**config.mk**
```make
export PLATFORM = sky130hd
export DESIGN_NAME = mem_wb_flat
export DESIGN_NICKNAME = d
export VERILOG_FILES = /design/src/wb_mem_pkg.sv /design/src/wb_if.sv /design/src/mem_wb.sv /design/src/flat_wrapper.sv
export SDC_FILE = /design/constraint.sdc
export NUM_CORES = 1
export LEC_CHECK = 0
export ABC_AREA = 1
export BUFFER_PORTS_ARGS = -buffer_cell sky130_fd_sc_hd__buf_2
export CAP_MARGIN = 20
export CORE_ASPECT_RATIO = 0.75
export CORE_MARGIN = 10
export CORE_UTILIZATION = 20
export CTS_CLUSTER_SIZE = 12
export DETAILED_ROUTE_END_ITERATION = 12
export PLACE_DENSITY = 0.8
export SYNTH_ARGS = -nofsm -noshare
export SYNTH_HDL_FRONTEND = slang
export SYNTH_SLANG_ARGS = --single-unit
```
**constraint.sdc**
```tcl
create_clock -name wb_clk_i -period 0.9 [get_ports wb_clk_i]
set_input_delay 0.09 -clock wb_clk_i [delete_from_list [all_inputs] [get_ports wb_clk_i]]
set_output_delay 0.09 -clock wb_clk_i [all_outputs]
set_load 0.02 [all_outputs]
```
**src/wb_mem_pkg.sv**
```systemverilog
// ============================================================
// Shared types for the Wishbone SRAM subsystem
// ============================================================
package wb_mem_pkg;

    // Bus data width in bits, and the number of byte lanes in it.
    localparam int BUS_DW    = 32;
    localparam int BUS_BYTES = BUS_DW / 8;

    // One bus word. Used for write data, read data and the RAM contents.
    typedef logic [BUS_DW-1:0] word_t;

    // Byte-lane select. Bit n covers data bits 8n+7 down to 8n.
    typedef logic [BUS_BYTES-1:0] sel_t;

    // Byte address as it appears on the bus.
    typedef logic [31:0] bus_adr_t;

    // States of the host command bridge.
    typedef enum logic [1:0] {
        IDLE = 2'd0,    // Waiting for a host request.
        BUS  = 2'd1,    // Wishbone cycle open, waiting for ack.
        DONE = 2'd2     // One-cycle done pulse to the host.
    } bridge_state_e;

endpackage : wb_mem_pkg

```
**src/wb_if.sv**
```systemverilog
`timescale 1ns/10ps

// Classic Wishbone bus for one master and one slave.
// Only single transfers are carried, so there are no burst or error lines.
interface wb_if
    import wb_mem_pkg::*;
();

    logic     cyc;      // Bus cycle in progress.
    logic     stb;      // Transfer strobe.
    logic     we;       // High for a write, low for a read.
    sel_t     sel;      // Byte lanes taking part in the transfer.
    bus_adr_t adr;      // Byte address.
    word_t    dat_w;    // Master to slave data.
    word_t    dat_r;    // Slave to master data.
    logic     ack;      // Transfer acknowledge, one cycle wide.

    // The bridge side.
    modport master (
        output cyc,
        output stb,
        output we,
        output sel,
        output adr,
        output dat_w,
        input  dat_r,
        input  ack
    );

    // The memory side.
    modport slave (
        input  cyc,
        input  stb,
        input  we,
        input  sel,
        input  adr,
        input  dat_w,
        output dat_r,
        output ack
    );

endinterface : wb_if

```
**src/mem_wb.sv**
```systemverilog
`timescale 1ns/10ps

// Wishbone slave in front of the on-chip RAM.
// It decodes the cycle, forms the byte write enables and times the ack.
module mem_wb
    import wb_mem_pkg::*;
#(
    parameter int ADR_WIDTH = 8
) (
    input  logic                 wb_clk_i,
    input  logic                 arst_n_i,

    // Wishbone slave side.
    wb_if.slave                  bus,

    // RAM port.
    output logic                 ram_ena_o,
    output sel_t                 ram_wen_o,
    output logic [ADR_WIDTH-1:0] ram_addr_o,
    output word_t                ram_wdata_o,
    input  word_t                ram_rdata_i
);

    logic valid;        // A transfer is on the bus.
    logic wr_valid;     // It is a write.
    logic ack_q;
    logic rd_pend_q;    // Read accepted, RAM data is being registered.

    assign valid    = bus.cyc & bus.stb;
    assign wr_valid = valid & bus.we;

    // ============================================================
    // RAM side decode
    // ============================================================

    assign ram_ena_o   = valid;
    assign ram_wen_o   = bus.sel & {$bits(sel_t){wr_valid}}; // Lanes only on writes.
    assign ram_addr_o  = bus.adr[ADR_WIDTH+1:2];              // Word address.
    assign ram_wdata_o = bus.dat_w;

    // ============================================================
    // Acknowledge generation
    // ============================================================

    // A write is acknowledged one cycle after the strobe is seen.
    // A read waits one more cycle through the read flag, so that the
    // registered RAM output is stable when ack is high.
    // The ack and flag terms stop a held strobe from starting a second transfer.
    always_ff @(posedge wb_clk_i or negedge arst_n_i) begin
        if (!arst_n_i) begin
            ack_q     <= 1'b0;
            rd_pend_q <= 1'b0;
        end else begin
            rd_pend_q <= valid & ~bus.we & ~ack_q & ~rd_pend_q;
            if (bus.we) begin
                ack_q <= valid & ~ack_q;
            end else begin
                ack_q <= rd_pend_q;
            end
        end
    end

    assign bus.ack   = ack_q;
    assign bus.dat_r = ram_rdata_i;   // RAM output is already registered.

endmodule : mem_wb

```
**src/flat_wrapper.sv**
```systemverilog
// flat-port wrapper written by rule: the top's interface ports become plain ports
module mem_wb_flat import wb_mem_pkg::*;
#(
    parameter int ADR_WIDTH = 8
)
  (wb_clk_i, arst_n_i, ram_ena_o, ram_wen_o, ram_addr_o, ram_wdata_o, ram_rdata_i, bus_cyc, bus_stb, bus_we, bus_sel, bus_adr, bus_dat_w, bus_dat_r, bus_ack);
  wb_if bus_i ();
  input  logic wb_clk_i;
  input  logic arst_n_i;
  output logic ram_ena_o;
  output sel_t ram_wen_o;
  output logic [ADR_WIDTH-1:0] ram_addr_o;
  output word_t ram_wdata_o;
  input  word_t ram_rdata_i;
  input wire logic [$bits(bus_i.cyc)-1:0] bus_cyc;
  input wire logic [$bits(bus_i.stb)-1:0] bus_stb;
  input wire logic [$bits(bus_i.we)-1:0] bus_we;
  input wire logic [$bits(bus_i.sel)-1:0] bus_sel;
  input wire logic [$bits(bus_i.adr)-1:0] bus_adr;
  input wire logic [$bits(bus_i.dat_w)-1:0] bus_dat_w;
  output wire logic [$bits(bus_i.dat_r)-1:0] bus_dat_r;
  output wire logic [$bits(bus_i.ack)-1:0] bus_ack;
  assign bus_i.cyc = bus_cyc;
  assign bus_i.stb = bus_stb;
  assign bus_i.we = bus_we;
  assign bus_i.sel = bus_sel;
  assign bus_i.adr = bus_adr;
  assign bus_i.dat_w = bus_dat_w;
  assign bus_dat_r = bus_i.dat_r;
  assign bus_ack = bus_i.ack;
  mem_wb #(.ADR_WIDTH(ADR_WIDTH)) u_core (.wb_clk_i(wb_clk_i), .arst_n_i(arst_n_i), .bus(bus_i), .ram_ena_o(ram_ena_o), .ram_wen_o(ram_wen_o), .ram_addr_o(ram_addr_o), .ram_wdata_o(ram_wdata_o), .ram_rdata_i(ram_rdata_i));
endmodule
```
==> key figures, run 1 <==
Layout
  • Final Cell Area: 298 um2
  • Antenna cells: 0
  • Layout cells sized above 1: 0.436
  • NumNets Final: 146
  • Non-Filler Instances: 79
  • Syn-to-layout area delta: -55.3%

Pwr
  • Switching part of the total: 0.197
  • Comb power frac: 0.130
  • Total power: just over 500 uW
  • Switch Pwr: 99.7 uW
  • Leakage: 0.179 nW
  • Clock power frac: 0.678
  • Power density cells: 1700 mW/mm2
  • Worst vdd ir: ~1.0 mV
  • P_int: approximately 410 uW
  • Sequential Power Share: 0.192

Timing
  • Fmax: around 1.2 GHz
  • Setup TNS: 0 ns
  • Period minus WS final: 0.810 ns
  • Slew Limit Fails: 0
  • Final clock skew: a little over 0.002 ns
  • Final Hold Vio Count: 0
  • Relative slew slack: 0.905
  • RSZ-0062 raised after global routing: false
  • Period utilization: 0.900
  • Pin slew with the least headroom to its limit: around 0.14 ns
  • Final setup violation count: 0

Synth
  • Mapped Area: between 600 and 700 um2
  • Seq/Total Area, Yosys: 0.0750
  • Syn nets: 198
  • Synth Flop Type: dfrtp_1
  • Area share of the largest cell type after synthesis: 0.811
  • Share of synthesized registers carrying an async set or reset: 1.00
  • Mapped Avg Cell Area: approximately 7.2 um2
  • Top area cells in the synthesized netlist: buf_4 (81%), dfrtp_1 (7.5%), inv_1 (3.9%)
  • Synthesis Warnings: 0
  • Most area-hungry cell type in the Yosys netlist: buf_4
  • Top-count cell post-synth: buf_4
  • Cell variety after synth: 7
  • Flops & latches, synth: 2
  • Most common library cells after synthesis: buf_4 (72), inv_1 (7), nand2_1 (5), nor2_1 (5), dfrtp_1 (2)
  • Post-synth EDFFs: 0
  • Cells after Synth: 93

Clocking
  • Sink Count: 2
  • CTS tree: done
  • H-tree levels: 1
  • Inserted Clock Buffers: 3
  • Root Buffer: clkbuf_8
  • Max Root-Sink Buffers: 2
  • Resized Gates After CTS: 0
  • Clock-pin transition on the worst setup and hold timing paths: roughly 0.030 ns
  • Clk_lat worst skew: around 0.21 ns

Place
  • Cells after DPL: 75
  • Port Buf Inserts: 14
  • GPL Wtd Cong: ~0.62
  • Placed Area: 246 um2
  • Post-detail-place hpwl: just over 1 mm

Critical path
  • Crit path to: bus_ack
  • Critical Path Max Stage Delay: about 0.36 ns
  • Maximum fanout count along the critical path: 2
  • Crit path DAT: about 0.72 ns
  • Crit path max-delay cell type: dfrtp_1
  • Critical Path Stages: 1
  • Endpoint class of the critical path: output pin
  • Family with the most delay on the worst path: flip-flops
  • Worst R2R Path Depth: 2
  • Reg2reg start: u_core.rd_pend_q
  • CP bufs+invs: 1
  • Cell Chain, Critical Path: buf_2
  • R2R Setup Slk: 0.17 ns
  • RR Endpoint: u_core.rd_pend_q
  • WP data required: 0.81 ns
  • Worst setup path class: reg2out
  • Startpoint types: register
  • Crit. Startpoint: u_core.bus.ack

Detailed routing
  • Vias: approximately 270
  • Final WL: ~1.3 mm
  • Routed WL per cell: around 16 um
  • Post-DRT Antenna Nets: 0
  • Initial DRC Count: 10
  • First drt pass iteration count: 2
  • Avg Vias per Cell: roughly 3.4
  • DRC: 0

GRT
  • Largest net degree at the start of global routing: 5
  • GR Overflow Total: 0
  • Vias in the first global route: approximately 320
  • First-pass GRT wire length: approximately 1.8 mm
  • Initial antenna violation count: 0
  • GR Util All Layers: 0.0397

Hold path
  • Hold WC Path Type: in2reg

Run
  • Max-capacitance violation count: 0

Floorplan
  • Die area: 0.00607 mm2
  • Core area: between 0.003 and 0.004 mm2
  • Io pins: approximately 180
  • Die W: roughly 87 um
  • Starting Density: 0.206
  • # rows: 18
  • Die Ht: ~70 um

Outcome
  • Outcome: finished clean
==> repair_timing <==
item / 4_1_cts / 5_1_grt
hold buffers: 1 / 0
endpoints found under the hold margin: 2 / 0
buffers inserted: 0 / 0
==> through the flow <==
stage | hold WS (ns) | utilization | setup WS [ns]
floorplan | -0.206 | - | 0.0865
global placement | -0.125 | 0.0760 | 0.148
detailed placement | -0.125 | 0.0760 | 0.131
CTS | 0.158 | 0.0918 | 0.0850
global route | 0.180 | 0.0918 | 0.00127
finish | 0.158 | 0.0918 | 0.0897
==> power by group through the flow <==
| stage | clock [mW] | sequential [mW] | combinational (mW) |
|---|---|---|---|
| 2_1_floorplan | 0 | 0.101 | 0.494 |
| 3_5_place_dp | 0 | 0.0978 | 0.0628 |
| 4_1_cts | 0.352 | 0.0969 | 0.0667 |
| 3_3_place_gp | 0 | 0.0978 | 0.0625 |
| 5_1_grt | 0.365 | 0.0975 | 0.0752 |
| 6_report | 0.343 | 0.0970 | 0.0660 |
==> area by class of cell <==
class / instances / area [um2]
fill: 395 / 2950
multi-input combinational: 12 / 50.0
inverter: 7 / 26.3
tap: 40 / 50.0
sequential: 2 / 50.0
timing repair buffer: 15 / 80.1
clock buffer: 3 / 41.3
==> registers in the layout, indices dropped and copies added (netlist names) <==
register and flops:
u_core.bus.ack 1, u_core.rd_pend_q 1
==> placed cells by master, fill, tap and decap left out <==
cell and instances:
buf_2 14, inv_1 7, nand2_1 5, nor2_1 5, clkbuf_8 3, dfrtp_1 2, or2_1 1, nand4_1 1
dlygate4sd3_1 1
==> metal layers <==
| metal | share of wire | GRT usage | vias to the layer above |
|---|---|---|---|
| met4 | 0.070 | 0.0449 | 0 |
| met5 | 0 | 0 | - |
| met3 | 0.38 | 0.0857 | 22 |
| li1 | - | - | 94 |
| met1 | 0.19 | 0.0196 | 85 |
| met2 | 0.36 | 0.0336 | 65 |
==> cells by family (layout without fill, tap and decap cells) <==
logic type / Yosys count / count (layout) / synth area share
buffers and inverters: 79 / 25 / 0.850
flip-flops: 2 / 2 / 0.0750
AND/OR/NAND/NOR: 12 / 12 / 0.0751
==> worst min-delay path by stage <==
stage,endpoint,from,depth (start not counted),slack (ns)
6_report,u_core.bus.ack,bus_cyc,3,0.16
5_1_grt,bus_dat_r[10],ram_rdata_i[10],0,0.18
4_1_cts,u_core.bus.ack,bus_stb,3,0.16
3_5_place_dp,u_core.bus.ack,arst_n_i,1,-0.12
3_3_place_gp,u_core.bus.ack,arst_n_i,1,-0.13
2_1_floorplan,u_core.bus.ack,arst_n_i,0,-0.21
Note: power is estimated with default switching activity, not from simulation.
==> inputs of run 2 (changes only) <==
- clock period: 0.9 -> 0.8 ns (I/O delays scaled with it)
==> run 2 against run 1 <==
  * Routed wire length is 1.2% higher
  * Global-route usage hardly changed
  * First-iteration DRC count stayed put
  * Total power is 14% higher
  * Setup slack worse by 0.086 ns
  * Final cell count stayed put
  * Combinational power is 22% higher
  * Cell area is 3.8% higher
  * Die area stayed put
  * Clock skew stayed put
  * Critical path depth stayed put
==> key figures, run 2 (synthesis results as in run 1) <==
Place
  • Pre-CTS WS: ~0.05 ns
  • Port Buf Inserts: 14
  • Cells after DPL: 75
  • GPL Wtd Cong: between 0.6 and 0.7
  • Post-detail-place hpwl: between 1 and 1.5 mm

Clocking
  • CTS tree: done
  • Clk_lat worst skew: 0.21 ns
  • Clock-pin transition on the worst setup and hold timing paths: 0.03 ns
  • Max Root-Sink Buffers: 2
  • Inserted Clock Buffers: 3
  • Root Buffer: clkbuf_8
  • Sink Count: 2
  • Post-CTS setup buffer count: 0
  • H-tree levels: 1

Timing
  • Final Hold Vio Count: 0
  • Worst hold margin: approximately 0.15 ns
  • Period utilization: 0.995
  • Fmax: 1.26 GHz
  • Slew Limit Fails: 0
  • Relative slew slack: 0.926
  • Final clock skew: 0.00207 ns
  • Period minus WS final: slightly below 0.8 ns
  • RSZ-0062 raised after global routing: true
  • Final setup margin: 0.00401 ns
  • Pin slew with the least headroom to its limit: between 0.1 and 0.15 ns
  • Final setup violation count: 0

Layout
  • Leading cell type in the layout, fill and taps excluded: buf_2
  • Syn-to-layout area delta: -53.7%
  • Filler cells: 396
  • Most frequent cells in the layout: buf_2 (12), inv_1 (6), nor2_1 (5)
  • Final Util: 0.0953
  • Antenna cells: 0
  • NumNets Final: between 100 and 150
  • Non-Filler Instances: slightly below 80
  • Layout cells sized above 1: 0.487

Critical path
  • Cell Chain, Critical Path: buf_6
  • Endpoint class of the critical path: output pin
  • Startpoint types: register
  • WP data required: ~0.72 ns
  • Maximum fanout count along the critical path: 2
  • CP bufs+invs: 1
  • Worst setup path class: reg2out
  • Crit path max-delay cell type: dfrtp_1
  • Family with the most delay on the worst path: flip-flops
  • Crit path DAT: around 0.72 ns
  • Critical Path Max Stage Delay: ~0.37 ns

Pwr
  • Clock power frac: 0.669
  • Worst vdd ir: between 1 and 1.5 mV
  • Leakage: ~0.18 nW
  • Switch Pwr: 115 uW
  • Sequential Power Share: 0.191
  • P_int: between 400 and 500 uW
  • Switching part of the total: 0.199
  • Comb power frac: 0.140
  • Power density cells: roughly 1900 mW/mm2

Hold path
  • Hold WC Path Type: in2reg

GRT
  • First-pass GRT wire length: roughly 1.8 mm
  • Largest net degree at the start of global routing: 5
  • Vias in the first global route: 309
  • Initial antenna violation count: 0
  • GR Overflow Total: 0
  • GR Util All Layers: 0.0395

Floorplan
  • Core area: roughly 0.0032 mm2
  • Die Ht: between 70 and 80 um
  • Io pins: 183
  • # rows: 18
  • Starting Density: 0.206
  • Die W: 86.7 um
  • Die area: about 0.006 mm2

Detailed routing
  • Final WL: roughly 1.3 mm
  • Initial DRC Count: 10
  • Vias: 270
  • DRC: 0
  • First drt pass iteration count: 2
  • Routed WL per cell: 16.3 um
  • Avg Vias per Cell: 3.42
  • Post-DRT Antenna Nets: 0

Run
  • Max-capacitance violation count: 0

Outcome
  • Outcome: finished clean
-- run 2: cell types whose count changed in the layout (fill, tap and decap cells not counted) --
cell     change
buf_2        -2
buf_4        +1
buf_6        +1
inv_1        -1
inv_2        +1
nand2_1      -1
nand2_2      +1
-- run 2: metrics by stage --
| stage | setup TNS [ns] | cell area, um2 | total power [mW] |
|---|---|---|---|
| finish | 0 | 309 | 0.577 |
| floorplan | 0 | 667 | 0.670 |
| global placement | 0 | 246 | 0.180 |
| detailed placement | 0 | 246 | 0.181 |
| global route | -0.0130 | 309 | 0.611 |
| CTS | 0 | 304 | 0.585 |
-- run 2: layout make-up --
cell class / count / area (um2) / area share
multi-input combinational: 12 / 52.6 / 0.170
timing repair buffer: 15 / 88.8 / 0.287
sequential: 2 / 50.0 / 0.162
inverter: 7 / 26.3 / 0.0850
tap: 40 / 50.0 / 0.162
clock buffer: 3 / 41.3 / 0.134
-- run 2: power by group through the flow --
stage	clock network, mW	registers (mW)	logic [mW]
5_1_grt	0.410	0.110	0.0908
6_report	0.386	0.110	0.0807
3_5_place_dp	0	0.110	0.0706
4_1_cts	0.396	0.110	0.0785
3_3_place_gp	0	0.110	0.0703
2_1_floorplan	0	0.114	0.556
-- run 2: timing repair --
action,4_1_cts,5_1_grt
hold endpoints to repair,2,0
endpoints found under the setup margin,1,5
resized for setup,2,3
hold buffers,1,0
-- run 2: worst paths after layout --
check,startpoint,endpoint,slack [ns],cells past startpoint
worst max-delay path,u_core.bus.ack,bus_ack,0.004,1
worst min-delay path,bus_cyc,u_core.bus.ack,0.15,3
min in group asynchronous,arst_n_i,u_core.bus.ack,0.21,2
max in group asynchronous,arst_n_i,u_core.rd_pend_q,0.50,2
worst min register to register,u_core.rd_pend_q,u_core.bus.ack,0.47,2
worst max register to register,u_core.rd_pend_q,u_core.rd_pend_q,0.07,2
-- run 2: layer usage --
metal	GRT usage	vias to the layer above	routed length, um
met5	0	-	0
met4	0.0449	0	89
met3	0.0857	22	479
met2	0.0336	65	484
met1	0.0190	89	230
li1	-	94	-
==> inputs of run 3 (changes only) <==
- BUFFER_PORTS_ARGS: -buffer_cell sky130_fd_sc_hd__buf_2 -> not set
- CORE_AREA: not set -> 10 10 62 64
- CORE_ASPECT_RATIO: 0.75 -> not set
- CORE_MARGIN: 10 -> not set
- CORE_UTILIZATION: 20 -> not set
- DIE_AREA: not set -> 0 0 72 74
- DONT_BUFFER_PORTS: not set -> 1
- PLACE_DENSITY: 0.8 -> not set
==> run 3 against run 2 <==
  * The flow now finishes with violations (setup timing)
  * Combinational power is 5.9% lower
  * Clock-buffer cell count unchanged
  * Total power is 29% lower
  * Core utilization grew 0.86 points
  * First-iteration DRC count is 30% lower
  * Final cell count decreased by 18%
  * Cell area decreased by 11%
  * Non-clock buffer count decreased by 5
==> key figures, run 3 (synthesis results as in run 1) <==
Outcome
  • Outcome: finished with violations
  • Violations in the final reports: setup timing

Clocking
  • Sink Count: 2
  • Root Buffer: clkbuf_4
  • Post-CTS setup buffer count: 0
  • Inserted Clock Buffers: 3
  • H-tree levels: 1
  • Max Root-Sink Buffers: 2
  • CTS tree: done
  • Clk_lat worst skew: between 0.2 and 0.25 ns
  • Clock-pin transition on the worst setup and hold timing paths: ~0.030 ns

Pwr
  • Total power: 407 uW
  • Worst vdd ir: 0.433 mV
  • P_int: between 300 and 400 uW
  • Clock power frac: 0.544
  • Comb power frac: 0.186
  • Leakage: roughly 0.15 nW
  • Sequential Power Share: 0.270
  • Switching part of the total: 0.240
  • Switch Pwr: around 100 uW
  • Power density cells: 1470 mW/mm2

GRT
  • Met3 Use GR: 0.0638
  • GRT met1 Usage: 0.0216
  • Largest net degree at the start of global routing: 5
  • Grt met2 use: 0.0510
  • GR Util All Layers: 0.0480
  • Busiest grt layer: met4
  • GR Overflow Total: 0
  • Vias in the first global route: a little over 300
  • Initial antenna violation count: 0
  • First-pass GRT wire length: roughly 1.8 mm

Floorplan
  • Io pins: approximately 180
  • Core area: approximately 0.0027 mm2
  • Starting Density: 0.250
  • Die area: between 0.005 and 0.006 mm2
  • Die W: a little over 70 um
  • Die Ht: about 74 um
  • # rows: 19

Critical path
  • Crit path DAT: 0.74 ns
  • Worst setup path class: reg2out
  • Cell Chain, Critical Path: buf_6
  • Family with the most delay on the worst path: flip-flops
  • Critical Path Max Stage Delay: approximately 0.37 ns
  • WP data required: just over 0.7 ns
  • Critical Path Stages: 1
  • Endpoint class of the critical path: output pin
  • Worst R2R Path Depth: 2
  • Startpoint types: register
  • CP bufs+invs: 1
  • Maximum fanout count along the critical path: 2
  • Crit path max-delay cell type: dfrtp_1

Detailed routing
  • Avg Vias per Cell: around 4.4
  • Initial DRC Count: 7
  • Vias: between 200 and 300
  • First drt pass iteration count: 4
  • DRC: 0
  • Final WL: roughly 1.3 mm
  • Post-DRT Antenna Nets: 0
  • Routed WL per cell: approximately 20 um

Timing
  • Period utilization: 1.02
  • Final setup margin: -0.0164 ns
  • Fmax: 1.22 GHz
  • Final clock skew: between 0.003 and 0.004 ns
  • Slew Limit Fails: 0
  • Relative slew slack: 0.913
  • Pin slew with the least headroom to its limit: about 0.13 ns
  • Final setup violation count: 1
  • Period minus WS final: 0.816 ns
  • Final Hold Vio Count: 0
  • RSZ-0062 raised after global routing: true

Layout
  • Filler cells: roughly 330
  • Most frequent cells in the layout: inv_1 (7), nand2_1 (5), nor2_1 (5), buf_4 (5), dlygate4sd3_1 (4)
  • Non-Filler Instances: 65
  • Syn-to-layout area delta: -58.5%
  • Register area: roughly 50 um2
  • Layout cells sized above 1: 0.265
  • Antenna cells: 0
  • Leading cell type in the layout, fill and taps excluded: inv_1
  • Area of the multi-input gates: 50.0 um2
  • NumNets Final: between 100 and 150

Place
  • Cells after DPL: 58
  • GPL Wtd Cong: ~0.64
  • Port Buf Inserts: 0
  • Post-detail-place hpwl: 1.03 mm

Hold path
  • Hold WC Path Type: in2reg
  • Hold-critical path depth: 2

Run
  • Max-capacitance violation count: 0
run 3: cell types whose count changed in the layout (fill, tap and decap cells not counted), sizes merged:
| cell | previous run | this run |
|---|---|---|
| buf | 14 | 6 |
| dlygate4sd3 | 1 | 4 |
run 3: layout make-up:
type,count,share of cell area
clock buffers,3,0.0814
inverters,7,0.0950
multi-input cells,12,0.181
flip-flops and latches,2,0.181
well taps,31,0.140
repair buffers,10,0.321
run 3: stage by stage:
stage,setup TNS [ns],instance area [um2],utilization,setup slack [ns],hold WS (ns)
after floorplan,0,667,-,0.00654,-0.216
after CTS,-0.0312,267,0.100,-0.0312,0.00249
after global routing,-0.0608,277,0.104,-0.0608,0.00959
after global placement,0,210,0.0789,0.0811,-0.215
after detailed placement,0,210,0.0789,0.0710,-0.215
final,-0.0164,277,0.104,-0.0164,0.00864
run 3: timing repair:
item / CTS / global route
hold endpoints to repair: 3 / 1
resized for setup: 1 / 0
pin swaps: 0 / 1
setup endpoints to repair: 1 / 2
hold buffers: 3 / 1
run 3: final timing paths:
kind                             startpoint               end  slack (ns)
min in group asynchronous          arst_n_i    u_core.bus.ack        0.09
max in group asynchronous          arst_n_i  u_core.rd_pend_q        0.58
min reg2reg                u_core.rd_pend_q    u_core.bus.ack        0.47
max                          u_core.bus.ack           bus_ack       -0.02
max reg2reg                u_core.rd_pend_q  u_core.rd_pend_q        0.09
min                                  bus_we  u_core.rd_pend_q       0.009
run 3: power groups by stage:
stage / Clock [mW] / Combinational, mW / Sequential [mW]
final: 0.221 / 0.0759 / 0.110
after CTS: 0.237 / 0.0741 / 0.110
after global placement: 0 / 0.0566 / 0.111
after detailed placement: 0 / 0.0575 / 0.110
after floorplan: 0 / 0.556 / 0.114
after global routing: 0.259 / 0.0852 / 0.111
run 3: per-layer routing:
layer  vias to the layer above  routed length, um
li1                         85                  -
met1                       100                236
met2                        62                509
met3                        36                319
met4                         0                225
met5                         -                  0
