## config.mk

```make
export PLATFORM = sky130hd
export DESIGN_NAME = wb_cmd_bridge_flat
export DESIGN_NICKNAME = d
export VERILOG_FILES = /design/src/wb_mem_pkg.sv /design/src/wb_if.sv /design/src/wb_cmd_bridge.sv /design/src/flat_wrapper.sv
export SDC_FILE = /design/constraint.sdc
export NUM_CORES = 1
export LEC_CHECK = 0
export ABC_AREA = 0
export BUFFER_PORTS_ARGS = -buffer_cell sky130_fd_sc_hd__buf_4
export CORE_MARGIN = 3
export CORE_UTILIZATION = 39
export DETAILED_ROUTE_END_ITERATION = 8
export PLACE_DENSITY = 0.78
export SLEW_MARGIN = 10
export SYNTH_ARGS = -nofsm -noshare
export SYNTH_HDL_FRONTEND = slang
export SYNTH_SLANG_ARGS = --single-unit
```

## constraint.sdc

```tcl
create_clock -name wb_clk_i -period 3.4 [get_ports wb_clk_i]
set_input_delay 0.17 -clock wb_clk_i [delete_from_list [all_inputs] [get_ports wb_clk_i]]
set_output_delay 0.17 -clock wb_clk_i [all_outputs]
set_load 0.005 [all_outputs]
```

## src/wb_mem_pkg.sv

```systemverilog
// ============================================================
// Shared types for the Wishbone SRAM subsystem
// ============================================================
package wb_mem_pkg;

    // Bus data width in bits, and the number of byte lanes in it.
    localparam int BUS_DW    = 32;
    localparam int BUS_BYTES = BUS_DW / 8;

    // One bus word. Used for write data, read data and the RAM contents.
    typedef logic [BUS_DW-1:0] word_t;

    // Byte-lane select. Bit n covers data bits 8n+7 down to 8n.
    typedef logic [BUS_BYTES-1:0] sel_t;

    // Byte address as it appears on the bus.
    typedef logic [31:0] bus_adr_t;

    // States of the host command bridge.
    typedef enum logic [1:0] {
        IDLE = 2'd0,    // Waiting for a host request.
        BUS  = 2'd1,    // Wishbone cycle open, waiting for ack.
        DONE = 2'd2     // One-cycle done pulse to the host.
    } bridge_state_e;

endpackage : wb_mem_pkg

```

## src/wb_if.sv

```systemverilog
`timescale 1ns/10ps

// Classic Wishbone bus for one master and one slave.
// Only single transfers are carried, so there are no burst or error lines.
interface wb_if
    import wb_mem_pkg::*;
();

    logic     cyc;      // Bus cycle in progress.
    logic     stb;      // Transfer strobe.
    logic     we;       // High for a write, low for a read.
    sel_t     sel;      // Byte lanes taking part in the transfer.
    bus_adr_t adr;      // Byte address.
    word_t    dat_w;    // Master to slave data.
    word_t    dat_r;    // Slave to master data.
    logic     ack;      // Transfer acknowledge, one cycle wide.

    // The bridge side.
    modport master (
        output cyc,
        output stb,
        output we,
        output sel,
        output adr,
        output dat_w,
        input  dat_r,
        input  ack
    );

    // The memory side.
    modport slave (
        input  cyc,
        input  stb,
        input  we,
        input  sel,
        input  adr,
        input  dat_w,
        output dat_r,
        output ack
    );

endinterface : wb_if

```

## src/wb_cmd_bridge.sv

```systemverilog
`timescale 1ns/10ps

// Turns a single host request strobe into one classic Wishbone cycle.
// The host sees busy_o while a transfer is in flight and a done_o pulse
// at its end; read data is returned on rdata_o and held until the next read.
module wb_cmd_bridge
    import wb_mem_pkg::*;
#(
    parameter int ADR_WIDTH = 8
) (
    input  logic     wb_clk_i,
    input  logic     arst_n_i,

    // Host command port.
    input  logic     req_i,
    input  logic     we_i,
    input  bus_adr_t adr_i,
    input  sel_t     sel_i,
    input  word_t    dat_i,
    output logic     busy_o,
    output logic     done_o,
    output word_t    rdata_o,

    // Wishbone master side.
    wb_if.master     bus
);

    bridge_state_e state_q;
    bridge_state_e state_d;

    logic     cyc_q;        // Drives both cyc and stb.
    logic     we_q;
    sel_t     sel_q;
    bus_adr_t adr_q;
    word_t    dat_q;
    word_t    rdata_q;

    logic     take_req;     // A request is accepted on this edge.
    logic     bus_end;      // The slave acknowledges on this edge.

    assign take_req = (state_q == IDLE) && req_i; // Requests while busy are dropped.
    assign bus_end  = (state_q == BUS) && bus.ack;

    // ============================================================
    // Control FSM
    // ============================================================

    always_comb begin
        state_d = state_q;
        case (state_q)
            IDLE: begin
                if (req_i) begin
                    state_d = BUS;
                end
            end
            BUS: begin
                if (bus.ack) begin
                    state_d = DONE;
                end
            end
            DONE: begin
                state_d = IDLE;     // The port frees one cycle after done.
            end
            default: begin
                state_d = IDLE;
            end
        endcase
    end

    always_ff @(posedge wb_clk_i or negedge arst_n_i) begin
        if (!arst_n_i) begin
            state_q <= IDLE;
            cyc_q   <= 1'b0;
        end else begin
            state_q <= state_d;
            if (take_req) begin
                cyc_q <= 1'b1;
            end else if (bus_end) begin
                cyc_q <= 1'b0;      // Cycle closes on the same edge that sees ack.
            end
        end
    end

    // ============================================================
    // Request and response payload
    // ============================================================

    // The bus fields are loaded once per request and stay put until ack.
    // The address goes out word aligned and limited to the memory window.
    always_ff @(posedge wb_clk_i) begin
        if (take_req) begin
            we_q  <= we_i;
            sel_q <= sel_i;
            adr_q <= bus_adr_t'({adr_i[ADR_WIDTH+1:2], 2'b00});
            dat_q <= dat_i;
        end
    end

    // Read data is taken from the bus in the ack cycle.
    always_ff @(posedge wb_clk_i) begin
        if (bus_end && !we_q) begin
            rdata_q <= bus.dat_r;
        end
    end

    // Wishbone master outputs.
    assign bus.cyc   = cyc_q;
    assign bus.stb   = cyc_q;
    assign bus.we    = we_q;
    assign bus.sel   = sel_q;
    assign bus.adr   = adr_q;
    assign bus.dat_w = dat_q;

    // Host status, decoded from the state register.
    assign busy_o  = (state_q != IDLE);
    assign done_o  = (state_q == DONE);
    assign rdata_o = rdata_q;

endmodule : wb_cmd_bridge

```

## src/flat_wrapper.sv

```systemverilog
// flat-port wrapper written by rule: the top's interface ports become plain ports
module wb_cmd_bridge_flat import wb_mem_pkg::*;
#(
    parameter int ADR_WIDTH = 8
)
  (wb_clk_i, arst_n_i, req_i, we_i, adr_i, sel_i, dat_i, busy_o, done_o, rdata_o, bus_cyc, bus_stb, bus_we, bus_sel, bus_adr, bus_dat_w, bus_dat_r, bus_ack);
  wb_if bus_i ();
  input  logic wb_clk_i;
  input  logic arst_n_i;
  input  logic req_i;
  input  logic we_i;
  input  bus_adr_t adr_i;
  input  sel_t sel_i;
  input  word_t dat_i;
  output logic busy_o;
  output logic done_o;
  output word_t rdata_o;
  output wire logic [$bits(bus_i.cyc)-1:0] bus_cyc;
  output wire logic [$bits(bus_i.stb)-1:0] bus_stb;
  output wire logic [$bits(bus_i.we)-1:0] bus_we;
  output wire logic [$bits(bus_i.sel)-1:0] bus_sel;
  output wire logic [$bits(bus_i.adr)-1:0] bus_adr;
  output wire logic [$bits(bus_i.dat_w)-1:0] bus_dat_w;
  input wire logic [$bits(bus_i.dat_r)-1:0] bus_dat_r;
  input wire logic [$bits(bus_i.ack)-1:0] bus_ack;
  assign bus_cyc = bus_i.cyc;
  assign bus_stb = bus_i.stb;
  assign bus_we = bus_i.we;
  assign bus_sel = bus_i.sel;
  assign bus_adr = bus_i.adr;
  assign bus_dat_w = bus_i.dat_w;
  assign bus_i.dat_r = bus_dat_r;
  assign bus_i.ack = bus_ack;
  wb_cmd_bridge #(.ADR_WIDTH(ADR_WIDTH)) u_core (.wb_clk_i(wb_clk_i), .arst_n_i(arst_n_i), .req_i(req_i), .we_i(we_i), .adr_i(adr_i), .sel_i(sel_i), .dat_i(dat_i), .busy_o(busy_o), .done_o(done_o), .rdata_o(rdata_o), .bus(bus_i));
endmodule
```

==> results of run 1 <==
-- layout make-up --
class	instances	area, um^2	area share, %
well taps	77	96.3	1.99
repair buffers	239	1990	41.1
clock buffers	10	128	2.64
inverters	3	11.3	0.233
multi-input cells	34	165	3.42
flip-flops and latches	80	2390	49.4
clock inverters	5	58.8	1.22
-- flip-flops by register name (all words and copies together) (netlist names) --
signal / flops
u_core.bus.adr: 8
u_core.bus.cyc: 1
u_core.bus.dat_w: 32
u_core.bus.sel: 4
u_core.bus.we: 1
u_core.rdata_o: 32
u_core.state_q: 2
-- path summary, 6_finish.rpt --
check / depth (start not counted) / startpoint / endpoint / slack, ns
setup / recovery: 3 / u_core.state_q[0] / u_core.bus.dat_w[11] / 1.60
max in group asynchronous: 2 / arst_n_i / u_core.state_q[1] / 3.14
setup reg to reg: 3 / u_core.state_q[0] / u_core.bus.dat_w[11] / 1.60
min in group asynchronous: 2 / arst_n_i / u_core.state_q[0] / 0.17
hold reg to reg: 1 / u_core.state_q[1] / u_core.state_q[0] / 0.48
hold / removal: 1 / bus_dat_r[12] / u_core.rdata_o[12] / 0.03
-- metal layers --
metal / part of all wire (%) / global-route usage [%] / wire length, um
met5: 0 / 0 / 0
met4: 1.5 / 7.14 / 114
met3: 15 / 11.0 / 1120
met2: 49 / 30.9 / 3630
met1: 35 / 19.8 / 2560
-- kinds of logic after synthesis --
group                  after synthesis  synth area share (%)
AND/OR/NAND/NOR                      6                  1.60
AO/OA/AOI/OAI                        3                 0.565
other                                1                 0.141
buffers and inverters               28                  7.49
multiplexers                         1                 0.377
flip-flops                          80                  89.8
-- layout by cell type (no fill, tap or decap) --
master | netlist | layout
sky130_fd_sc_hd__clkinv_2 | 0 | 1
sky130_fd_sc_hd__bufinv_16 | 0 | 1
sky130_fd_sc_hd__clkbuf_8 | 0 | 9
sky130_fd_sc_hd__clkinvlp_4 | 0 | 2
sky130_fd_sc_hd__buf_4 | 25 | 162
sky130_fd_sc_hd__conb_1 | 1 | 24
sky130_fd_sc_hd__nor2_4 | 0 | 1
sky130_fd_sc_hd__edfxtp_1 | 77 | 77
sky130_fd_sc_hd__inv_1 | 3 | 3
sky130_fd_sc_hd__dfrtp_1 | 3 | 3
sky130_fd_sc_hd__clkinv_4 | 0 | 1
sky130_fd_sc_hd__a21oi_1 | 1 | 1
sky130_fd_sc_hd__o21ai_0 | 2 | 2
sky130_fd_sc_hd__mux2i_1 | 1 | 1
sky130_fd_sc_hd__dlygate4sd3_1 | 0 | 77
sky130_fd_sc_hd__clkbuf_1 | 0 | 1
sky130_fd_sc_hd__and3_4 | 1 | 1
sky130_fd_sc_hd__nor2b_4 | 1 | 1
sky130_fd_sc_hd__nor2_1 | 3 | 2
sky130_fd_sc_hd__or2_1 | 1 | 1
-- metrics by stage --
stage | worst slack (ns) | cells | util, % | cell area [um^2]
6_report | 1.60 | 448 | 74.8 | 4830
5_1_grt | 1.48 | 448 | 74.8 | 4830
4_1_cts | 1.59 | 445 | 74.4 | 4800
3_5_place_dp | 1.61 | 356 | 60.0 | 3880
3_3_place_gp | 1.64 | 356 | 60.0 | 3880
2_1_floorplan | 0.408 | 142 | - | 2740
-- where the power goes --
group          switching [mW]  internal, mW  leakage, nW
Clock                   0.326         0.336       0.0883
Combinational           0.118         0.197         1.22
Sequential             0.0256          1.16        0.750
Total                   0.469          1.69         2.06
==> flow_summary_export.csv, run 1 <==
group,metric,value,unit
critical_path,critical_path.max_fanout,37,
floorplanning,die_y,88.6,um
global_route,number_of_antenna_violations_at_the_first_check_in_global_routing,0,
clocking,cts.root.buffer_cell,"sky130_fd_sc_hd__clkbuf_8",
synth,ys_warn_count,0,
critical_path,timing.critical_path.arrival,1.77,ns
timing,hold_viol_final,0,
synth,async_reset_ff_share,3.75,%
synth,postSynthAreaPerCell,22.3,um^2
pwr,totalPowerFinal,2.16,mW
synth,synth_cell_types,12,
global_route,grt_usage,18.7,%
clocking,cts.clk_slew.worst_paths,0.08,ns
synth,synth_enable_flop_cells,77,
synth,netlist_area,0.00266,mm^2
clocking,cts_buffer_depth,2,
routing,route.detailed.drc,0,
timing,rsz0062_at_grt,"no",
clocking,cts_hold_repair.buffers,74,
critical_path,worst_ep_required_time,3.37,ns
timing,holdWs,0.0273,ns
pwr,vdd_drop_max,0.000264,V
final_layout,num-nets-final,472,
timing,report.final.setup_viol,0,
routing,number_of_vias_in_the_routed_layout,1956,
routing,detail_route.vias_per_cell,4.37,
routing,drt_first_pass_iters,4,
synth,ys_seq_area_share,89.8,%
critical_path,slowest_delay,0.46,ns
synth,ys_top_cells_by_count,"sky130_fd_sc_hd__edfxtp_1, sky130_fd_sc_hd__buf_4, sky130_fd_sc_hd__dfrtp_1, sky130_fd_sc_hd__inv_1, sky130_fd_sc_hd__nor2_1",
clocking,cts_post_setup_buffers_inserted,0,
routing,drtAntennaViolNets,0,
floorplanning,die_w,88.6,um
timing,setup_tns,0,ns
timing,report.final.slew_viol_count,0,
timing,period_needed,1.80,ns
run_status,run_status,"finished, final reports clean",
synth,post-synth-top-area-cell,"sky130_fd_sc_hd__edfxtp_1",
timing,tightest_slew,0.873,ns
final_layout,insertedDiodeCount,0,
timing,fmaxAchievable,0.557,GHz
clocking,cts_htree_levels,3,
timing,slew-limit-headroom,41.7,%
critical_path,timing.critical_path.cells,"or2_1 > nor2_4 > buf_4",
global_route,globalRoute.totalOverflow,0,
clocking,clk_latency,0.33,ns
final_layout,area_growth_syn_to_layout,81.9,%
critical_path,timing.critical_path.max_delay_family,"simple AND/OR/NAND/NOR gates",
pwr,power-per-cell-area,448,mW/mm^2
critical_path,timing.setup.critical_path_class,"register to register",
routing,drtIter0Drc,99,
global_route,first_global_vias,2107,
synth,postSynthRegisterBits,80,
routing,post_drt_wl_per_cell,16.6,um
critical_path,critPathSlowestCell,"sky130_fd_sc_hd__buf_4",
placed_design,finalWeightedCongestion,0.765,
clocking,cts_tree,"yes",
pwr,p_leak,2.06,nW
synth,post-synth-top-area-fraction,87.0,%
floorplanning,core_box_area,0.00646,mm^2
routing,route.final.wire_length,7.42,mm
critical_path,critical_path.endpoint_type,"register",
synth,ys.flop_type,"sky130_fd_sc_hd__edfxtp_1",
synth,syn_inst,119,
placed_design,place.port_buffers,161,
floorplanning,ioPinCount,210,
timing,final.setup_skew,0.0102,ns
critical_path,cp.buffers_inverters,1,
floorplanning,num_rows,29,
synth,synth_most_common_cell,"sky130_fd_sc_hd__edfxtp_1",
critical_path,cp-start-kind,"register",
flow_run,max_cap_violations,0,
floorplanning,die_area,0.00784,mm^2
clocking,clock_sinks,80,
synth,post_synth_main_area_contributors,"sky130_fd_sc_hd__edfxtp_1, sky130_fd_sc_hd__buf_4, sky130_fd_sc_hd__dfrtp_1, sky130_fd_sc_hd__nor2b_4, sky130_fd_sc_hd__and3_4",
floorplanning,initial_core_utilization,41.1,%
global_route,grt_first_pass_wirelength,10.6,mm
final_layout,final_layout_size_suffix_gt1_share,48.2,%
clocking,number_of_buffers_added_by_the_clock_tree_synthesis_step,9,
worst_hold_path,min_path_type,"input port to register",
timing,timing.final.crit_share,52.8,%
global_route,grt_max_degree,38,
final_layout,fillerInstances,372,
clocking,postCtsResizedCells,0,
Power figures use the tool's default switching activity.
==> run 2, diff against run 1 <==
ABC_AREA = 1   (was 0)
clock period = 1.7 ns   (was 3.4 ns; I/O delays follow)
==> run 2 against run 1 <==
Against the previous run:
- global-route usage is 0.75 points higher
- via count is 0.31% higher
- critical endpoint unchanged
- setup slack lost 1.3 ns
- critical path type unchanged
- largest cell class unchanged
==> flow_summary_export.csv, run 2 <==
group,metric,value,unit
synth,ys_warn_count,0,
global_route,number_of_antenna_violations_at_the_first_check_in_global_routing,0,
final_layout,layout_commonest_cell,"sky130_fd_sc_hd__buf_4",
floorplanning,initial_core_utilization,40.9,%
critical_path,worst_ep_required_time,1.74,ns
final_layout,area_growth_syn_to_layout,84.3,%
critical_path,timing.critical_path.arrival,1.45,ns
global_route,globalRoute.totalOverflow,0,
clocking,clock_sinks,80,
placed_design,dp.final_hpwl,4.44,mm
synth,post_synth_main_area_contributors,"sky130_fd_sc_hd__edfxtp_1, sky130_fd_sc_hd__buf_4, sky130_fd_sc_hd__dfrtp_1, sky130_fd_sc_hd__inv_1, sky130_fd_sc_hd__nand2_1",
timing,period_needed,1.42,ns
synth,netlist_area,0.00264,mm^2
floorplanning,die_y,88.3,um
clocking,cts_buffer_depth,2,
critical_path,cp-start-kind,"register",
flow_run,max_cap_violations,0,
global_route,grt_max_degree,39,
pwr,p_leak,2.09,nW
clocking,cts_htree_levels,3,
synth,post-synth-top-area-fraction,87.5,%
global_route,grt.met1_usage,21.3,%
timing,timing.final.crit_share,83.4,%
synth,ys_top_cells_by_count,"sky130_fd_sc_hd__edfxtp_1, sky130_fd_sc_hd__buf_4, sky130_fd_sc_hd__inv_1",
synth,ys.flop_type,"sky130_fd_sc_hd__edfxtp_1",
clocking,cts.clk_slew.worst_paths,0.08,ns
clocking,cts_tree,"yes",
critical_path,slowest_delay,0.43,ns
floorplanning,ioPinCount,210,
synth,synth_enable_flop_cells,77,
routing,route.detailed.drc,0,
timing,hold_viol_final,0,
synth,postSynthRegisterBits,80,
critical_path,cp.buffers_inverters,2,
routing,route.final.wire_length,7.64,mm
run_status,run_status,"finished, final reports clean",
placed_design,place.port_buffers,161,
placed_design,finalWeightedCongestion,0.742,
timing,layout_setup_ws,0.282,ns
critical_path,critical_path.max_fanout,38,
clocking,postCtsResizedCells,0,
routing,drtAntennaViolNets,0,
worst_hold_path,min_path_type,"input port to async pin",
timing,rsz0062_at_grt,"no",
pwr,vdd_drop_max,0.000723,V
timing,fmaxAchievable,0.705,GHz
critical_path,critPathSlowestCell,"sky130_fd_sc_hd__dfrtp_1",
synth,synth_cell_types,11,
synth,postSynthAreaPerCell,22.2,um^2
routing,number_of_vias_in_the_routed_layout,1962,
critical_path,timing.setup.critical_path_class,"register to register",
synth,ys_seq_area_share,90.3,%
clocking,number_of_buffers_added_by_the_clock_tree_synthesis_step,9,
timing,report.final.setup_viol,0,
timing,setup_tns,0,ns
critical_path,timing.critical_path.max_delay_family,"flip-flops",
routing,detail_route.vias_per_cell,4.32,
floorplanning,die_area,0.00780,mm^2
final_layout,insertedDiodeCount,0,
global_route,grt_first_pass_wirelength,10.9,mm
floorplanning,num_rows,29,
placed_design,dp_worst_setup_slack,0.293,ns
floorplanning,core_box_area,0.00646,mm^2
synth,async_reset_ff_share,3.75,%
critical_path,critical_path.endpoint_type,"register",
global_route,globalRouteMet3Util,7.91,%
final_layout,final_layout_size_suffix_gt1_share,48.5,%
floorplanning,die_w,88.3,um
timing,report.final.slew_viol_count,0,
pwr,power-per-cell-area,942,mW/mm^2
timing,final.setup_skew,0.00910,ns
final_layout,highest_count_cells_in_the_layout_ignoring_fill_and_taps,"sky130_fd_sc_hd__buf_4, sky130_fd_sc_hd__dlygate4sd3_1, sky130_fd_sc_hd__edfxtp_1",
global_route,grt_usage,19.5,%
clocking,clk_latency,0.34,ns
synth,syn_inst,119,
routing,post_drt_wl_per_cell,16.8,um
synth,synth_most_common_cell,"sky130_fd_sc_hd__edfxtp_1",
clocking,cts.root.buffer_cell,"sky130_fd_sc_hd__clkbuf_8",
global_route,grt_busiest_layer,"met2",
synth,post-synth-top-area-cell,"sky130_fd_sc_hd__edfxtp_1",
global_route,first_global_vias,2114,
critical_path,timing.critical_path.cells,"nor2_2 > nand2_2 > clkinvlp_4 > buf_12",
global_route,gr-usage-met2,32.7,%
final_layout,num-nets-final,477,
routing,drt_first_pass_iters,4,
routing,drtIter0Drc,56,
[run 2: stage by stage]
step	hold slack [ns]	cells	area (um^2)	power [mW]	utilization, %
after floorplan	-0.211	142	2740	2.78	-
after global placement	-0.123	357	3900	3.24	60.4
after detailed placement	-0.123	357	3900	3.27	60.4
after CTS	0.0505	454	4870	4.59	75.5
after global routing	0.0725	454	4870	4.81	75.5
final	0.0806	454	4870	4.59	75.5
[run 2: what timing repair did]
action,4_1_cts,5_1_grt
hold buffers,81,0
hold endpoints to repair,82,0
setup buffers,0,0
[run 2: path summary, 6_finish.rpt]
| check | startpoint | end | slack, ns | cells past startpoint |
|---|---|---|---|---|
| setup / recovery | u_core.state_q[0] | u_core.bus.dat_w[11] | 0.28 | 4 |
| hold / removal | arst_n_i | u_core.state_q[0] | 0.08 | 2 |
| setup reg to reg | u_core.state_q[0] | u_core.bus.dat_w[11] | 0.28 | 4 |
| hold reg to reg | u_core.bus.cyc | u_core.bus.cyc | 0.51 | 2 |
| max in group asynchronous | arst_n_i | u_core.bus.cyc | 1.52 | 2 |
| min in group wb_clk_i | dat_i[15] | u_core.bus.dat_w[15] | 0.45 | 2 |
[run 2: power breakdown]
group	total [mW]	internal [mW]	switching, mW
Clock	1.19	0.524	0.666
Combinational	0.888	0.529	0.359
Sequential	2.52	2.43	0.0836
Total	4.59	3.48	1.11
[run 2: logic make-up (layout without fill, tap and decap cells)]
| kind of cell | count (synthesis) | count (layout) | synth area share, % |
|---|---|---|---|
| simple gates | 8 | 8 | 1.56 |
| other cells | 1 | 24 | 0.142 |
| compound gates | 1 | 1 | 0.331 |
| buf+inv | 29 | 264 | 7.67 |
| flops | 80 | 80 | 90.3 |
[run 2: layer usage]
layer / wire length [um] / vias up
met5: 0 / -
met4: 213 / 0
met3: 964 / 19
met2: 3740 / 154
met1: 2720 / 893
li1: - / 896
[run 2: layout make-up]
type	instances	area [um^2]
Clock buffer	10	128
Clock inverter	6	36.3
Sequential cell	80	2390
Timing Repair Buffer	244	2060
Multi-Input combinational cell	33	148
Inverter	4	18.8
Fill cell	373	1590
Tap cell	77	96.3
==> run 3, diff against run 2 <==
CORE_UTILIZATION = 35   (was 39)
PLACE_DENSITY = 0.74   (was 0.78)
clock period = 1.3 ns   (was 1.7 ns; I/O delays follow)
==> run 3 against run 2 <==
Against the previous run:
- the run now ends with setup timing left
- register-to-register slack worse by 0.30 ns
- global-route usage shrank 2.0 points
- design area is 2.9% higher
- sequential share of layout area shrank 1.4 points
- non-clock buffer count rose by 3
- clock-buffer cell count is 1 higher
- via count decreased by 1.3%
- first-iteration DRC count shrank 8.9%
- hold slack got worse by 0.020 ns
- critical path type unchanged
- sequential power up 31%
- setup slack got worse by 0.30 ns
- clock skew is 0.00063 ns higher
==> flow_summary_export.csv, run 3 (synthesis gave the netlist of run 2 again) <==
group,metric,value,unit
run_status,run_status,"complete, but fails checks",
run_status,violated_checks,"setup timing",
timing,hold_viol_final,0,
critical_path,critPathSlowestCell,"sky130_fd_sc_hd__dfrtp_1",
routing,drtIter0Drc,51,
routing,drt_first_pass_iters,4,
floorplanning,num_rows,31,
routing,drtAntennaViolNets,0,
timing,fmaxAchievable,0.761,GHz
pwr,power.share.switching,22.3,%
critical_path,slowest_delay,0.44,ns
critical_path,timing.critical_path.cells,"nor2_4 > nand2_4 > clkinvlp_4 > buf_12",
worst_hold_path,min_path_type,"input port to async pin",
final_layout,insertedDiodeCount,0,
critical_path,timing.setup.critical_path_class,"register to register",
floorplanning,die_y,92.9,um
pwr,power_frac_comb,19.3,%
pwr,p_switching,1.44,mW
final_layout,fillerInstances,464,
final_layout,num-nets-final,480,
clocking,cts.root.buffer_cell,"sky130_fd_sc_hd__clkbuf_8",
floorplanning,ioPinCount,210,
critical_path,cp.buffers_inverters,2,
global_route,first_global_vias,2134,
global_route,globalRoute.totalOverflow,0,
critical_path,timing.critical_path.max_delay_family,"flip-flops",
timing,report.final.slew_viol_count,0,
critical_path,r2r_setup_slk,-0.01,ns
critical_path,critical_path.endpoint_type,"register",
clocking,number_of_buffers_added_by_the_clock_tree_synthesis_step,9,
timing,period_needed,1.31,ns
clocking,cts_htree_levels,3,
floorplanning,core_box_area,0.00729,mm^2
critical_path,r2r_cells,4,
pwr,p_leak,2.13,nW
critical_path,timing.critical_path.arrival,1.35,ns
routing,route.final.wire_length,7.60,mm
pwr,power-per-cell-area,1290,mW/mm^2
global_route,grt_usage,17.5,%
final_layout,area_growth_syn_to_layout,89.7,%
critical_path,cp-start-kind,"register",
global_route,number_of_antenna_violations_at_the_first_check_in_global_routing,0,
clocking,cts_buffer_depth,2,
routing,route.detailed.drc,0,
clocking,clk_latency,0.33,ns
floorplanning,initial_core_utilization,36.3,%
pwr,internal-power,5.03,mW
clocking,cts_tree,"yes",
placed_design,place.port_buffers,161,
pwr,clock_power_share,29.8,%
global_route,grt_max_degree,33,
pwr,vdd_drop_max,0.000866,V
clocking,cts.clk_slew.worst_paths,0.08,ns
placed_design,dp.final_hpwl,4.57,mm
placed_design,detailed_place.area,0.00395,mm^2
final_layout,final_layout_size_suffix_gt1_share,49.7,%
critical_path,critical_path.max_fanout,20,
timing,final.setup_skew,0.00973,ns
pwr,sequentialPowerShare,50.9,%
final_layout,layout_commonest_cell,"sky130_fd_sc_hd__buf_4",
timing,holdWs,0.0610,ns
critical_path,r2r_path_end,"u_core.bus.sel[2]",
critical_path,worstReg2RegStart,"u_core.state_q[1]",
flow_run,max_cap_violations,0,
placed_design,finalWeightedCongestion,0.673,
timing,timing.final.crit_share,101,%
pwr,totalPowerFinal,6.46,mW
timing,rsz0062_at_grt,"yes",
final_layout,highest_count_cells_in_the_layout_ignoring_fill_and_taps,"sky130_fd_sc_hd__buf_4, sky130_fd_sc_hd__dlygate4sd3_1, sky130_fd_sc_hd__edfxtp_1",
global_route,grt_first_pass_wirelength,11.2,mm
timing,layout_setup_ws,-0.0137,ns
routing,number_of_vias_in_the_routed_layout,1936,
floorplanning,die_area,0.00863,mm^2
routing,post_drt_wl_per_cell,15.9,um
timing,report.final.setup_viol,20,
routing,detail_route.vias_per_cell,4.04,
final_layout,final_cell_area,0.00501,mm^2
critical_path,worst_ep_required_time,1.34,ns
floorplanning,die_w,92.9,um
clocking,clock_sinks,80,
-- run 3: cell count changes in the layout (fill, tap and decap cells not counted), sizes merged --
cell	delta
clkinv	-4
clkinvlp	+1
bufinv	+2
clkbuf	+2
buf	+3
dlygate4sd3	-1
-- run 3: worst max-delay path by stage --
stage,from,endpoint,slack (ns),cells after the start
floorplan,u_core.state_q[0],u_core.bus.adr[2],-0.26,3
global placement,u_core.state_q[0],u_core.bus.dat_w[30],0.08,4
detailed placement,u_core.state_q[0],u_core.bus.dat_w[1],0.01,4
CTS,u_core.state_q[0],u_core.bus.dat_w[1],-0.005,4
global route,u_core.state_q[1],u_core.bus.sel[2],-0.06,4
finish,u_core.state_q[1],u_core.bus.sel[2],-0.01,4
-- run 3: power by group through the flow --
stage,clock (mW),sequential [mW],combinational (mW)
floorplan,0,3.36,0.268
global placement,0,3.32,0.953
detailed placement,0,3.34,0.976
CTS,1.98,3.28,1.17
global route,2.07,3.32,1.35
finish,1.93,3.29,1.25
-- run 3: metrics by stage --
stage | util, % | TNS, ns | instances | setup WS, ns
5_1_grt | 68.8 | -3.19 | 479 | -0.0607
4_1_cts | 68.0 | -0.0555 | 476 | -0.00518
2_1_floorplan | - | -15.86 | 142 | -0.255
3_5_place_dp | 54.1 | 0 | 380 | 0.0100
3_3_place_gp | 54.1 | 0 | 380 | 0.0775
6_report | 68.8 | -0.158 | 479 | -0.0137
-- run 3: area by class of cell --
cell class / instances / area, um^2 / share of cell area [%]
sequential: 80 / 2390 / 47.6
timing repair buffer: 247 / 2110 / 42.1
multi-input combinational: 33 / 158 / 3.14
clock buffer: 11 / 131 / 2.62
tap: 99 / 124 / 2.47
clock inverter: 5 / 81.3 / 1.62
inverter: 4 / 18.8 / 0.374
-- run 3: worst register-to-register path, delay by kind of cell, from the launching register on --
kind / cells / cell delay (ns)
buffers and inverters: 2 / 0.35
flip-flops: 1 / 0.44
AND/OR/NAND/NOR: 2 / 0.23
-- run 3: repair_timing --
action | 4_1_cts | 5_1_grt
pin swaps | 0 | 0
setup endpoints to repair | 13 | 77
resized for setup | 0 | 3
setup buffers | 0 | 1
hold endpoints to repair | 82 | 0
gates cloned | 0 | 2
hold buffers | 80 | 0
-- run 3: layer usage --
metal,global-route usage (%),vias to the layer above,routed length [um]
met4,6.72,0,145
li1,-,904,-
met1,17.7,887,2660
met5,0,-,0
met2,31.4,129,3900
met3,7.72,16,889
